<file path="src/common/periph_config.svh">
`ifndef PERIPH_CONFIG_SVH
`define PERIPH_CONFIG_SVH

// core port widths
`define PERIPH_ADDR_WIDTH 32
`define PERIPH_DATA_WIDTH 32
`define PERIPH_BE_WIDTH   4   // one enable per data byte

// bits [19:14] select the peripheral region
`define PERIPH_REGION 6'd1

// bits [13:10] select the slave inside the region
`define EU_TARGET  4'd0
`define DMA_TARGET 4'd1

// event lines into the event unit
`define NUM_EVENTS 8

`endif

</file>
<file path="src/common/periph_pkg.sv">
`include "periph_config.svh"

package periph_pkg;

  // request phase held by the core until granted
  typedef struct packed {
    logic                            req;
    logic [`PERIPH_ADDR_WIDTH-1:0]   addr;
    logic                            wen;   // low for a write
    logic [`PERIPH_DATA_WIDTH-1:0]   wdata;
    logic [`PERIPH_BE_WIDTH-1:0]     be;
  } periph_req_t;

  // response phase one cycle after the grant
  typedef struct packed {
    logic                            r_valid;
    logic [`PERIPH_DATA_WIDTH-1:0]   r_rdata;
    logic                            r_opc;
  } periph_rsp_t;

  // field view of a peripheral address
  typedef struct packed {
    logic [`PERIPH_ADDR_WIDTH-21:0]  upper;
    logic [5:0]                      region;
    logic [3:0]                      target;
    logic [7:0]                      reg_idx;
    logic [1:0]                      byte_off;
  } periph_addr_t;

  typedef enum logic [1:0] {
    DEST_DMA  = 2'd0,
    DEST_EU   = 2'd1,
    DEST_NONE = 2'd2
  } periph_dest_e;

  // transfer descriptor handed to the DMA engine
  typedef struct packed {
    logic [`PERIPH_ADDR_WIDTH-1:0]   src;
    logic [`PERIPH_ADDR_WIDTH-1:0]   dst;
    logic [15:0]                     len;
  } dma_desc_t;

  // replace the bytes of old_val whose enable is set
  function automatic logic [`PERIPH_DATA_WIDTH-1:0] be_merge(
    input logic [`PERIPH_DATA_WIDTH-1:0] old_val,
    input logic [`PERIPH_DATA_WIDTH-1:0] new_val,
    input logic [`PERIPH_BE_WIDTH-1:0]   be
  );
    logic [`PERIPH_DATA_WIDTH-1:0] res;
    res = old_val;
    for (int b = 0; b < `PERIPH_BE_WIDTH; b++) begin
      if (be[b]) res[8*b +: 8] = new_val[8*b +: 8];
    end
    return res;
  endfunction

endpackage

</file>
<file path="src/periph_demux/periph_demux.sv">
`timescale 1ns/10ps
`include "periph_config.svh"

module periph_demux (
  input  logic                   clk,
  input  logic                   rst_ni,

  // core side
  input  periph_pkg::periph_req_t core_req_i,
  output logic                   core_gnt_o,
  output periph_pkg::periph_rsp_t core_rsp_o,

  // event unit side
  output periph_pkg::periph_req_t eu_req_o,
  input  logic                   eu_gnt_i,
  input  periph_pkg::periph_rsp_t eu_rsp_i,

  // dma configuration side
  output periph_pkg::periph_req_t dma_req_o,
  input  logic                   dma_gnt_i,
  input  periph_pkg::periph_rsp_t dma_rsp_i
);

  periph_pkg::periph_addr_t addr_fields;
  periph_pkg::periph_dest_e dest_sel;   // decoded from the current address
  periph_pkg::periph_dest_e dest_q;     // slave owning the pending response
  logic                     region_hit;

  assign addr_fields = core_req_i.addr;
  assign region_hit  = (addr_fields.region == `PERIPH_REGION);

  // target decode inside the peripheral region
  always_comb begin
    dest_sel = periph_pkg::DEST_NONE;
    if (addr_fields.target == `EU_TARGET) begin
      dest_sel = periph_pkg::DEST_EU;
    end else if (addr_fields.target == `DMA_TARGET) begin
      dest_sel = periph_pkg::DEST_DMA;
    end
  end

  // remember who answers next cycle
  always_ff @(posedge clk or negedge rst_ni) begin
    if (!rst_ni) begin
      dest_q <= periph_pkg::DEST_DMA;
    end else if (core_req_i.req && region_hit) begin
      dest_q <= dest_sel;   // outside the region the old value stays
    end
  end

  // payload goes to both slaves and only one sees req
  always_comb begin
    eu_req_o       = core_req_i;
    eu_req_o.req   = 1'b0;
    dma_req_o      = core_req_i;
    dma_req_o.req  = 1'b0;
    core_gnt_o     = 1'b0;
    if (region_hit) begin
      case (dest_sel)
        periph_pkg::DEST_EU: begin
          eu_req_o.req = core_req_i.req;
          core_gnt_o   = eu_gnt_i;
        end
        periph_pkg::DEST_DMA: begin
          dma_req_o.req = core_req_i.req;
          core_gnt_o    = dma_gnt_i;
        end
        default: begin
          // an unused target is never granted
          core_gnt_o = 1'b0;
        end
      endcase
    end
  end

  // response return from the recorded slave
  always_comb begin
    case (dest_q)
      periph_pkg::DEST_EU: begin
        core_rsp_o = eu_rsp_i;
      end
      periph_pkg::DEST_DMA: begin
        core_rsp_o = dma_rsp_i;
      end
      default: begin
        core_rsp_o = '0;
      end
    endcase
    core_rsp_o.r_opc = 1'b0;   // no error responses
  end

endmodule

</file>
<file path="src/logic/event_unit_regs.sv">
`timescale 1ns/10ps
`include "periph_config.svh"

module event_unit_regs (
  input  logic                    clk,
  input  logic                    rst_ni,

  input  periph_pkg::periph_req_t req_i,
  output logic                    gnt_o,
  output periph_pkg::periph_rsp_t rsp_o,

  input  logic [`NUM_EVENTS-1:0]  events_i,
  output logic                    core_sleep_o
);

  localparam logic [7:0] REG_MASK   = 8'd0;
  localparam logic [7:0] REG_BUFFER = 8'd1;
  localparam logic [7:0] REG_CLEAR  = 8'd2;
  localparam logic [7:0] REG_SLEEP  = 8'd3;

  periph_pkg::periph_addr_t      addr;
  periph_pkg::periph_rsp_t       rsp_q;
  logic                          wr_en;
  logic                          rd_en;
  logic [`NUM_EVENTS-1:0]        mask_q;
  logic [`NUM_EVENTS-1:0]        mask_d;
  logic [`NUM_EVENTS-1:0]        buffer_q;
  logic [`NUM_EVENTS-1:0]        buffer_d;
  logic [`NUM_EVENTS-1:0]        clear_bits;
  logic [`PERIPH_DATA_WIDTH-1:0] mask_merged;
  logic [`PERIPH_DATA_WIDTH-1:0] rdata;
  logic                          sleep_q;
  logic                          sleep_d;
  logic                          pending;

  assign addr  = req_i.addr;
  assign gnt_o = req_i.req;   // always ready
  assign wr_en = req_i.req & ~req_i.wen;
  assign rd_en = req_i.req & req_i.wen;

  // mask write honours the byte enables
  assign mask_merged = periph_pkg::be_merge(
    {{(`PERIPH_DATA_WIDTH-`NUM_EVENTS){1'b0}}, mask_q}, req_i.wdata, req_i.be);
  assign mask_d = (wr_en && addr.reg_idx == REG_MASK) ?
                  mask_merged[`NUM_EVENTS-1:0] : mask_q;

  // clear first, then new events, so a same cycle event survives
  assign clear_bits = (wr_en && addr.reg_idx == REG_CLEAR) ?
                      req_i.wdata[`NUM_EVENTS-1:0] : '0;
  assign buffer_d   = (buffer_q & ~clear_bits) | events_i;

  assign pending = |(buffer_q & mask_q);

  // a masked event wakes the core and also blocks a new sleep request
  always_comb begin
    sleep_d = sleep_q;
    if (pending) begin
      sleep_d = 1'b0;
    end else if (wr_en && addr.reg_idx == REG_SLEEP) begin
      sleep_d = 1'b1;
    end
  end

  always_comb begin
    case (addr.reg_idx)
      REG_MASK:   rdata = {{(`PERIPH_DATA_WIDTH-`NUM_EVENTS){1'b0}}, mask_q};
      REG_BUFFER: rdata = {{(`PERIPH_DATA_WIDTH-`NUM_EVENTS){1'b0}}, buffer_q};
      REG_SLEEP:  rdata = {{(`PERIPH_DATA_WIDTH-1){1'b0}}, sleep_q};
      default:    rdata = '0;   // clear is write only
    endcase
  end

  always_ff @(posedge clk or negedge rst_ni) begin
    if (!rst_ni) begin
      mask_q   <= '0;
      buffer_q <= '0;
      sleep_q  <= 1'b0;
      rsp_q    <= '0;
    end else begin
      mask_q        <= mask_d;
      buffer_q      <= buffer_d;
      sleep_q       <= sleep_d;
      rsp_q.r_valid <= req_i.req;
      rsp_q.r_rdata <= rd_en ? rdata : '0;   // writes answer with zero
      rsp_q.r_opc   <= 1'b0;
    end
  end

  assign rsp_o        = rsp_q;
  assign core_sleep_o = sleep_q;

endmodule

</file>
<file path="src/logic/dma_cfg_regs.sv">
`timescale 1ns/10ps
`include "periph_config.svh"

module dma_cfg_regs (
  input  logic                    clk,
  input  logic                    rst_ni,

  input  periph_pkg::periph_req_t req_i,
  output logic                    gnt_o,
  output periph_pkg::periph_rsp_t rsp_o,

  output logic                    dma_start_o,
  output periph_pkg::dma_desc_t   dma_desc_o
);

  localparam logic [7:0] REG_SRC = 8'd0;
  localparam logic [7:0] REG_DST = 8'd1;
  localparam logic [7:0] REG_LEN = 8'd2;
  localparam logic [7:0] REG_CMD = 8'd3;

  periph_pkg::periph_addr_t      addr;
  periph_pkg::periph_rsp_t       rsp_q;
  logic                          wr_en;
  logic                          rd_en;
  logic [`PERIPH_ADDR_WIDTH-1:0] src_q;
  logic [`PERIPH_ADDR_WIDTH-1:0] dst_q;
  logic [15:0]                   len_q;
  logic [`PERIPH_DATA_WIDTH-1:0] len_merged;
  logic [`PERIPH_DATA_WIDTH-1:0] rdata;
  logic                          start_q;

  assign addr  = req_i.addr;
  assign gnt_o = req_i.req;
  assign wr_en = req_i.req & ~req_i.wen;
  assign rd_en = req_i.req & req_i.wen;

  assign len_merged = periph_pkg::be_merge({16'b0, len_q}, req_i.wdata, req_i.be);

  always_comb begin
    case (addr.reg_idx)
      REG_SRC: rdata = src_q;
      REG_DST: rdata = dst_q;
      REG_LEN: rdata = {16'b0, len_q};
      default: rdata = '0;   // command reads as zero
    endcase
  end

  always_ff @(posedge clk or negedge rst_ni) begin
    if (!rst_ni) begin
      src_q   <= '0;
      dst_q   <= '0;
      len_q   <= '0;
      start_q <= 1'b0;
      rsp_q   <= '0;
    end else begin
      if (wr_en && addr.reg_idx == REG_SRC) begin
        src_q <= periph_pkg::be_merge(src_q, req_i.wdata, req_i.be);
      end
      if (wr_en && addr.reg_idx == REG_DST) begin
        dst_q <= periph_pkg::be_merge(dst_q, req_i.wdata, req_i.be);
      end
      if (wr_en && addr.reg_idx == REG_LEN) begin
        len_q <= len_merged[15:0];
      end
      start_q       <= wr_en && (addr.reg_idx == REG_CMD);   // single cycle pulse
      rsp_q.r_valid <= req_i.req;
      rsp_q.r_rdata <= rd_en ? rdata : '0;
      rsp_q.r_opc   <= 1'b0;
    end
  end

  assign rsp_o = rsp_q;

  // descriptor follows the registers at all times
  assign dma_desc_o.src = src_q;
  assign dma_desc_o.dst = dst_q;
  assign dma_desc_o.len = len_q;
  assign dma_start_o    = start_q;

endmodule

</file>
<file path="src/logic/periph_subsys_top.sv">
`timescale 1ns/10ps
`include "periph_config.svh"

module periph_subsys_top (
  input  logic                    clk,
  input  logic                    rst_ni,

  input  periph_pkg::periph_req_t core_req_i,
  output logic                    core_gnt_o,
  output periph_pkg::periph_rsp_t core_rsp_o,

  input  logic [`NUM_EVENTS-1:0]  events_i,
  output logic                    core_sleep_o,

  output logic                    dma_start_o,
  output periph_pkg::dma_desc_t   dma_desc_o
);

  periph_pkg::periph_req_t eu_req;
  periph_pkg::periph_rsp_t eu_rsp;
  logic                    eu_gnt;
  periph_pkg::periph_req_t dma_req;
  periph_pkg::periph_rsp_t dma_rsp;
  logic                    dma_gnt;

  periph_demux i_demux (
    .clk        (clk),
    .rst_ni     (rst_ni),
    .core_req_i (core_req_i),
    .core_gnt_o (core_gnt_o),
    .core_rsp_o (core_rsp_o),
    .eu_req_o   (eu_req),
    .eu_gnt_i   (eu_gnt),
    .eu_rsp_i   (eu_rsp),
    .dma_req_o  (dma_req),
    .dma_gnt_i  (dma_gnt),
    .dma_rsp_i  (dma_rsp)
  );

  event_unit_regs i_event_unit (
    .clk          (clk),
    .rst_ni       (rst_ni),
    .req_i        (eu_req),
    .gnt_o        (eu_gnt),
    .rsp_o        (eu_rsp),
    .events_i     (events_i),
    .core_sleep_o (core_sleep_o)
  );

  dma_cfg_regs i_dma_cfg (
    .clk         (clk),
    .rst_ni      (rst_ni),
    .req_i       (dma_req),
    .gnt_o       (dma_gnt),
    .rsp_o       (dma_rsp),
    .dma_start_o (dma_start_o),
    .dma_desc_o  (dma_desc_o)
  );

endmodule

</file>
<file path="config.mk">
export PLATFORM = sky130hd
export DESIGN_NAME = periph_subsys_top
export DESIGN_NICKNAME = d
export VERILOG_FILES = /design/src/common/periph_pkg.sv /design/src/periph_demux/periph_demux.sv /design/src/logic/event_unit_regs.sv /design/src/logic/dma_cfg_regs.sv /design/src/logic/periph_subsys_top.sv
export VERILOG_INCLUDE_DIRS = /design/src /design/src/common
export SDC_FILE = /design/constraint.sdc
export NUM_CORES = 1
export LEC_CHECK = 0
export BUFFER_PORTS_ARGS = -buffer_cell sky130_fd_sc_hd__buf_4
export CAP_MARGIN = 5
export CORE_MARGIN = 2
export CORE_UTILIZATION = 53
export CTS_BUF_LIST = sky130_fd_sc_hd__clkbuf_8
export CTS_CLUSTER_DIAMETER = 100
export DETAILED_ROUTE_END_ITERATION = 10
export PLACE_DENSITY_LB_ADDON = 0.08
export SYNTH_ARGS = -nofsm -noshare
export SYNTH_HDL_FRONTEND = slang
export SYNTH_SLANG_ARGS = --single-unit
</file>
<file path="constraint.sdc">
create_clock -name clk -period 1.2 [get_ports clk]
set_input_delay 0.06 -clock clk [delete_from_list [all_inputs] [get_ports clk]]
set_output_delay 0.06 -clock clk [all_outputs]
set_load 0.02 [all_outputs]
</file>
## Word-level counts from Yosys, hierarchy flattened

Index checks and enable logic that the tools add are counted.

- Register bits after elaboration: 166
- Output and inout bits: 117
- Memories: 0
- Word-level logic and storage cells: 76
- Bits in latches: 0
- Memory bits (writable): 0
- Bits in read-only memories: 0

- Equal/unequal tests: 7
- Add/sub/neg operators: 0
- Shifts and indexed selects: 0
- Multiplexer cells: 16
- Bitwise operators: 9
- Reduce and logical (&&, ||, !) cells: 25
- Div/mod/pow operators: 0
- $mul: 0
- Magnitude comparators: 0

Operators with widths:

| kind | count |
|---|---|
| 32-bit one-hot mux with 3 select lines | 1 |
| 34-bit one-hot mux with 2 select lines | 1 |
| 32-bit 2-to-1 mux | 1 |
| 8-bit one-hot mux with 3 select lines | 1 |
| 2-bit AND reduction | 11 |
| 8-bit AND | 2 |
| 8-bit by 2-bit equality test with 1-bit output, second input constant | 2 |
| 8-bit 2-to-1 mux | 2 |
| 8-bit by 1-bit equality test with 1-bit output, second input constant | 1 |
| 1-bit logical AND | 8 |
| 8-bit zero test | 1 |
| 8-bit NOT | 1 |
| 8-bit bitwise OR | 1 |
| 8-bit OR reduction | 1 |
| 1-bit 2-to-1 mux | 7 |
| 6-bit by 1-bit equality test with 1-bit output, second input constant | 1 |
| 1-bit AND | 4 |
| 2-bit by 1-bit equality test with 1-bit output, second input constant | 2 |
| 4-bit by 1-bit equality test with 1-bit output, second input constant | 1 |
| 2-bit zero test | 2 |
| 4-bit zero test | 1 |
| 2-bit 2-to-1 mux | 2 |
| 1-bit one-hot mux with 2 select lines | 1 |
| 2-bit nonzero test | 1 |
| 1-bit NOT | 1 |

## Logic depth before layout (Yosys ltp)

- Word-level depth: 12
- Mapped depth: 7

## Hierarchy

A second synthesis with hierarchy kept.

- Cells, all modules: 673
- Area total of the unflattened synthesis: 7776.2 um2

By module, submodules not included:

| module | area an instance (um2) | instances | cells an instance |
|---|---|---|---|
| dma_cfg_regs | 4740.8 | 1 | 333 |
| periph_demux | 1705.4 | 1 | 229 |
| event_unit_regs | 1330.0 | 1 | 111 |

## Least setup slack after synthesis

Ideal clock, no wire load.

- Path type: input -> register
- From: in core_req_i[53] in the netlist's numbering
- To: reg i_dma_cfg.src_q[21]
- Arrival time: 1595 ps
- Stages on the path: 5
- Data required time: 1072 ps
- Slack: -522 ps
- Buffers on the path: 1
- Cells stage by stage: or4b_1 nor4_2 buf_6 nand3_4 mux2_1

- Word-level cells in the longest chain between the ends: 5

RTL lines:

| item | RTL line | source |
|---|---|---|
| start: declaration | periph_subsys_top.sv:8 | `input periph_pkg::periph_req_t core_req_i,` |
| 6-bit by 1-bit equality test with 1-bit output (no source line) | -- |  |
| 1-bit 2-to-1 mux | periph_demux.sv:58 | `if (region_hit) begin` |
| 1-bit AND | dma_cfg_regs.sv:34 | `assign wr_en = req_i.req & ~req_i.wen;` |
| 1-bit logical AND | dma_cfg_regs.sv:56 | `if (wr_en && addr.reg_idx == REG_SRC) begin` |
| 2-bit AND reduction (no source line) | -- |  |
| end signal: assignment | dma_cfg_regs.sv:57 | `src_q <= periph_pkg::be_merge(src_q, req_i.wdata, req_i.be);` |
| end: declaration | dma_cfg_regs.sv:25 | `` logic [`PERIPH_ADDR_WIDTH-1:0] src_q; `` |

No other way between the ends.
A chain may end at the register's enable or synchronous reset.

==> flow_metrics.py <==
metrics = {
    "grt": {
        "grt-ovfl-total": 0,
        "grt_pass1_wl_um": 27710,
        "grtUsageTotal_pct": 29.11,
        "use_met1_pct": 38.61,
        "antenna_found_initial": 0,
        "use_met3_pct": 6.206,
        "grt_max_degree": 44,
        "grt_pass1_vias": 5158,
        "grt_busiest_layer": "met2",
        "use_met2_pct": 47.76,
    },
    "synth": {
        "post-synth-top-area-cell": "dfrtp_1",
        "synth.most_common_cell": "dfrtp_1",
        "synthAdderAreaFrac_pct": 0,
        "ys_top_cells_by_area": "dfrtp_1 58%, mux2_2 16%, a22oi_1 5.0%",
        "syn_avg_cell_area_um2": 13.02,
        "synthMuxAreaShare_pct": 17.63,
        "synth-main-ff-cell": "dfrtp_1",
        "syn_nets": 551,
        "yosys_warnings": 0,
        "netlist_instances": 471,
        "synth_top_family_by_area": "multiplexers",
        "synth_xor_area_share_pct": 0,
        "synthTopCellsByCount": "142 x dfrtp_1, 85 x mux2_2, 58 x nor2_1, 41 x a22oi_1, 24 x and2_1",
        "yosysSeqAreaShare_pct": 57.96,
        "ys_ff_latch": 142,
        "synth_edf_count": 0,
        "synth-simple-area-share_pct": 13.20,
        "yosysUniqueCellTypes": 40,
        "ys_async_sr_fraction_pct": 100.0,
        "syn_area_um2": 6131,
        "synth.top_cell.area_share_pct": 57.96,
        "synth_compound_area_share_pct": 9.143,
    },
    "sta": {
        "whs_ns": 0.01410,
        "fin_ws_ns": -0.3463,
        "finalClockSkew_ns": 0.007763,
        "finalHoldViolCount": 0,
        "fmax_mhz": 646.7,
        "rsz0062_at_grt": "yes",
        "fin_crit_sh_pct": 128.9,
        "setup_violations": 139,
        "finalCriticalPeriod_ns": 1.546,
        "slew_violations": 0,
    },
    "critical_path": {
        "critPathCaptureType": "primary output",
        "worst-path-buf-inv": 2,
        "slowest_stage": "dfrtp_1",
        "arrival_ns": 1.49,
        "slowest_delay_ns": 0.39,
        "crit_chain": "nor2_2 -> buf_12 -> and2_1 -> buf_4",
        "cp-start-kind": "flip-flop",
        "cp_max_fo": 24,
        "timing.setup.critical_path_class": "reg2out",
        "critPathTopFamily": "flip-flops",
        "required_ns": 1.14,
    },
    "drt": {
        "ant_nets": 0,
        "dr.pass1.iters": 4,
        "wl_per_cell_um": 19.69,
        "vias": 5011,
        "vias_per_cell": 5.519,
        "drtIter0Drc": 325,
        "wl_um": 17880,
        "drcViolationCount": 0,
    },
    "cells_and_area": {
        "area_delta_synth_final_pct": 55.29,
        "post-route-util_pct": 83.74,
        "drive_above_1_share_pct": 56.60,
        "nets": 832,
        "n_antenna_cell": 0,
    },
    "clock_network": {
        "clk_pin_slew_ns": 0.08,
        "cts_buffers": 17,
        "clockBufferDepth": 2,
        "cts.sinks": 142,
        "worstSkewPairLatency_ns": 0.45,
        "clockRootBuffer": "clkbuf_8",
        "cts_tree": "built",
        "htree_levels": 4,
    },
    "status": {
        "violations": "setup timing",
        "outcome": "finished, violations left",
    },
    "pwr": {
        "p_leak_uw": 0.004574,
        "ir_drop_mv": 0.9903,
        "power_density_nw_per_um2": 1041,
    },
    "die": {
        "dieArea_um2": 12440,
        "std_cell_rows": 39,
        "chipWidth_um": 111.6,
        "initial_core_util_pct": 53.92,
        "die_h_um": 111.6,
        "core_um2": 11370,
        "ios": 197,
    },
    "placed_design": {
        "portBuffers": 181,
        "dpl.hpwl_um": 11610,
        "globalplace.congestion": 0.8871,
    },
    "min_path": {
        "min_path_type": "in2reg",
    },
    "job": {
        "maxCapViolCount": 0,
    },
}
[what timing repair did]
action                                  in CTS  in global routing
hold buffers                                44                  0
cloned                                       2                  1
resized for setup                           62                 49
endpoints found under the hold margin      241                  0
endpoints found under the setup margin     162                172
pin swaps                                   32                 19
setup buffers                                8                  5
[cells in the final DEF (no fill, tap or decap), types with 7 or more instances in the layout]
cell           instances
a21o_1                 8
a22o_1                12
a22oi_1               37
and2_1                21
buf_12                 9
buf_4                193
buf_6                 37
clkbuf_8              18
dfrtp_1              142
dlygate4sd3_1         44
mux2_2                84
mux2i_1                8
nand3_1               10
nand3_2                7
nand3_4               11
nor2_1                29
nor2_2                17
nor2_4                12
o21a_1                 7
[flip-flops by register name, summed over array words and instances, names as in the netlist]
register	flops
i_dma_cfg.rsp_o	33
i_event_unit.rsp_o	9
i_event_unit.mask_q	8
i_dma_cfg.dma_start_o	1
i_demux.dest_q	2
i_dma_cfg.len_q	16
i_dma_cfg.src_q	32
i_dma_cfg.dst_q	32
i_event_unit.core_sleep_o	1
i_event_unit.buffer_q	8
[layout make-up]
| class | instances | area (um2) |
|---|---|---|
| Timing Repair Buffer | 286 | 2541 |
| Clock inverter | 14 | 214.0 |
| Fill cell | 615 | 1849 |
| Clock buffer | 18 | 247.7 |
| Sequential cell | 142 | 3553 |
| Inverter | 3 | 11.26 |
| Tap cell | 143 | 178.9 |
| Multi-Input combinational cell | 302 | 2774 |
[path summary, 6_finish.rpt]
kind                                           from                         to  slack, ns  cells past startpoint
max                               i_demux.dest_q[1]             core_rsp_o[24]      -0.35                      4
min                                  core_req_i[49]     i_event_unit.rsp_o[33]       0.01                      5
max reg2reg                i_event_unit.buffer_q[0]  i_event_unit.core_sleep_o       0.05                      4
min reg2reg                      i_dma_cfg.len_q[6]         i_dma_cfg.len_q[6]       0.54                      1
max in group asynchronous                    rst_ni         i_dma_cfg.dst_q[4]       0.51                      3
min in group asynchronous                    rst_ni         i_dma_cfg.rsp_o[7]       0.09                      2
[kinds of logic (layout without fill, tap and decap cells)]
family | after synthesis | count (layout)
compound gates | 72 | 72
buf+inv | 27 | 321
flops | 142 | 142
mux | 97 | 97
other cells | 1 | 1
simple gates | 132 | 132
[where the power goes]
part,switching [uW],total [uW],internal [uW]
Sequential,5.41,4790,4790
Clock,1830,4370,2530
Combinational,385,747,362
Total,2220,9910,7690
[per-stage QoR]
step | instance area (um2) | total power [uW] | setup TNS [ns] | setup slack [ns] | std cells
2_1_floorplan | 6242 | 5015 | -55.37 | -0.5069 | 471
3_3_place_gp | 8097 | 5473 | -80.99 | -0.7035 | 819
3_5_place_dp | 8097 | 5490 | -81.83 | -0.6941 | 819
4_1_cts | 9298 | 9956 | -25.91 | -0.3695 | 904
5_1_grt | 9520 | 10220 | -35.90 | -0.4100 | 908
6_report | 9520 | 9909 | -32.55 | -0.3463 | 908
[metal layers]
metal | share of wire [%] | wire length [um]
met5 | 0 | 0
met4 | 2.0 | 354
met3 | 5.4 | 968
met2 | 49 | 8818
met1 | 43 | 7734
[worst reg2reg max path, stage by stage, from the launching register on]
cell and delay (ns):
dfrtp_1 0.42, a22o_1 0.22, a221oi_2 0.20, nand3_1 0.13, nor2_1 0.11
Power figures use the tool's default switching activity.
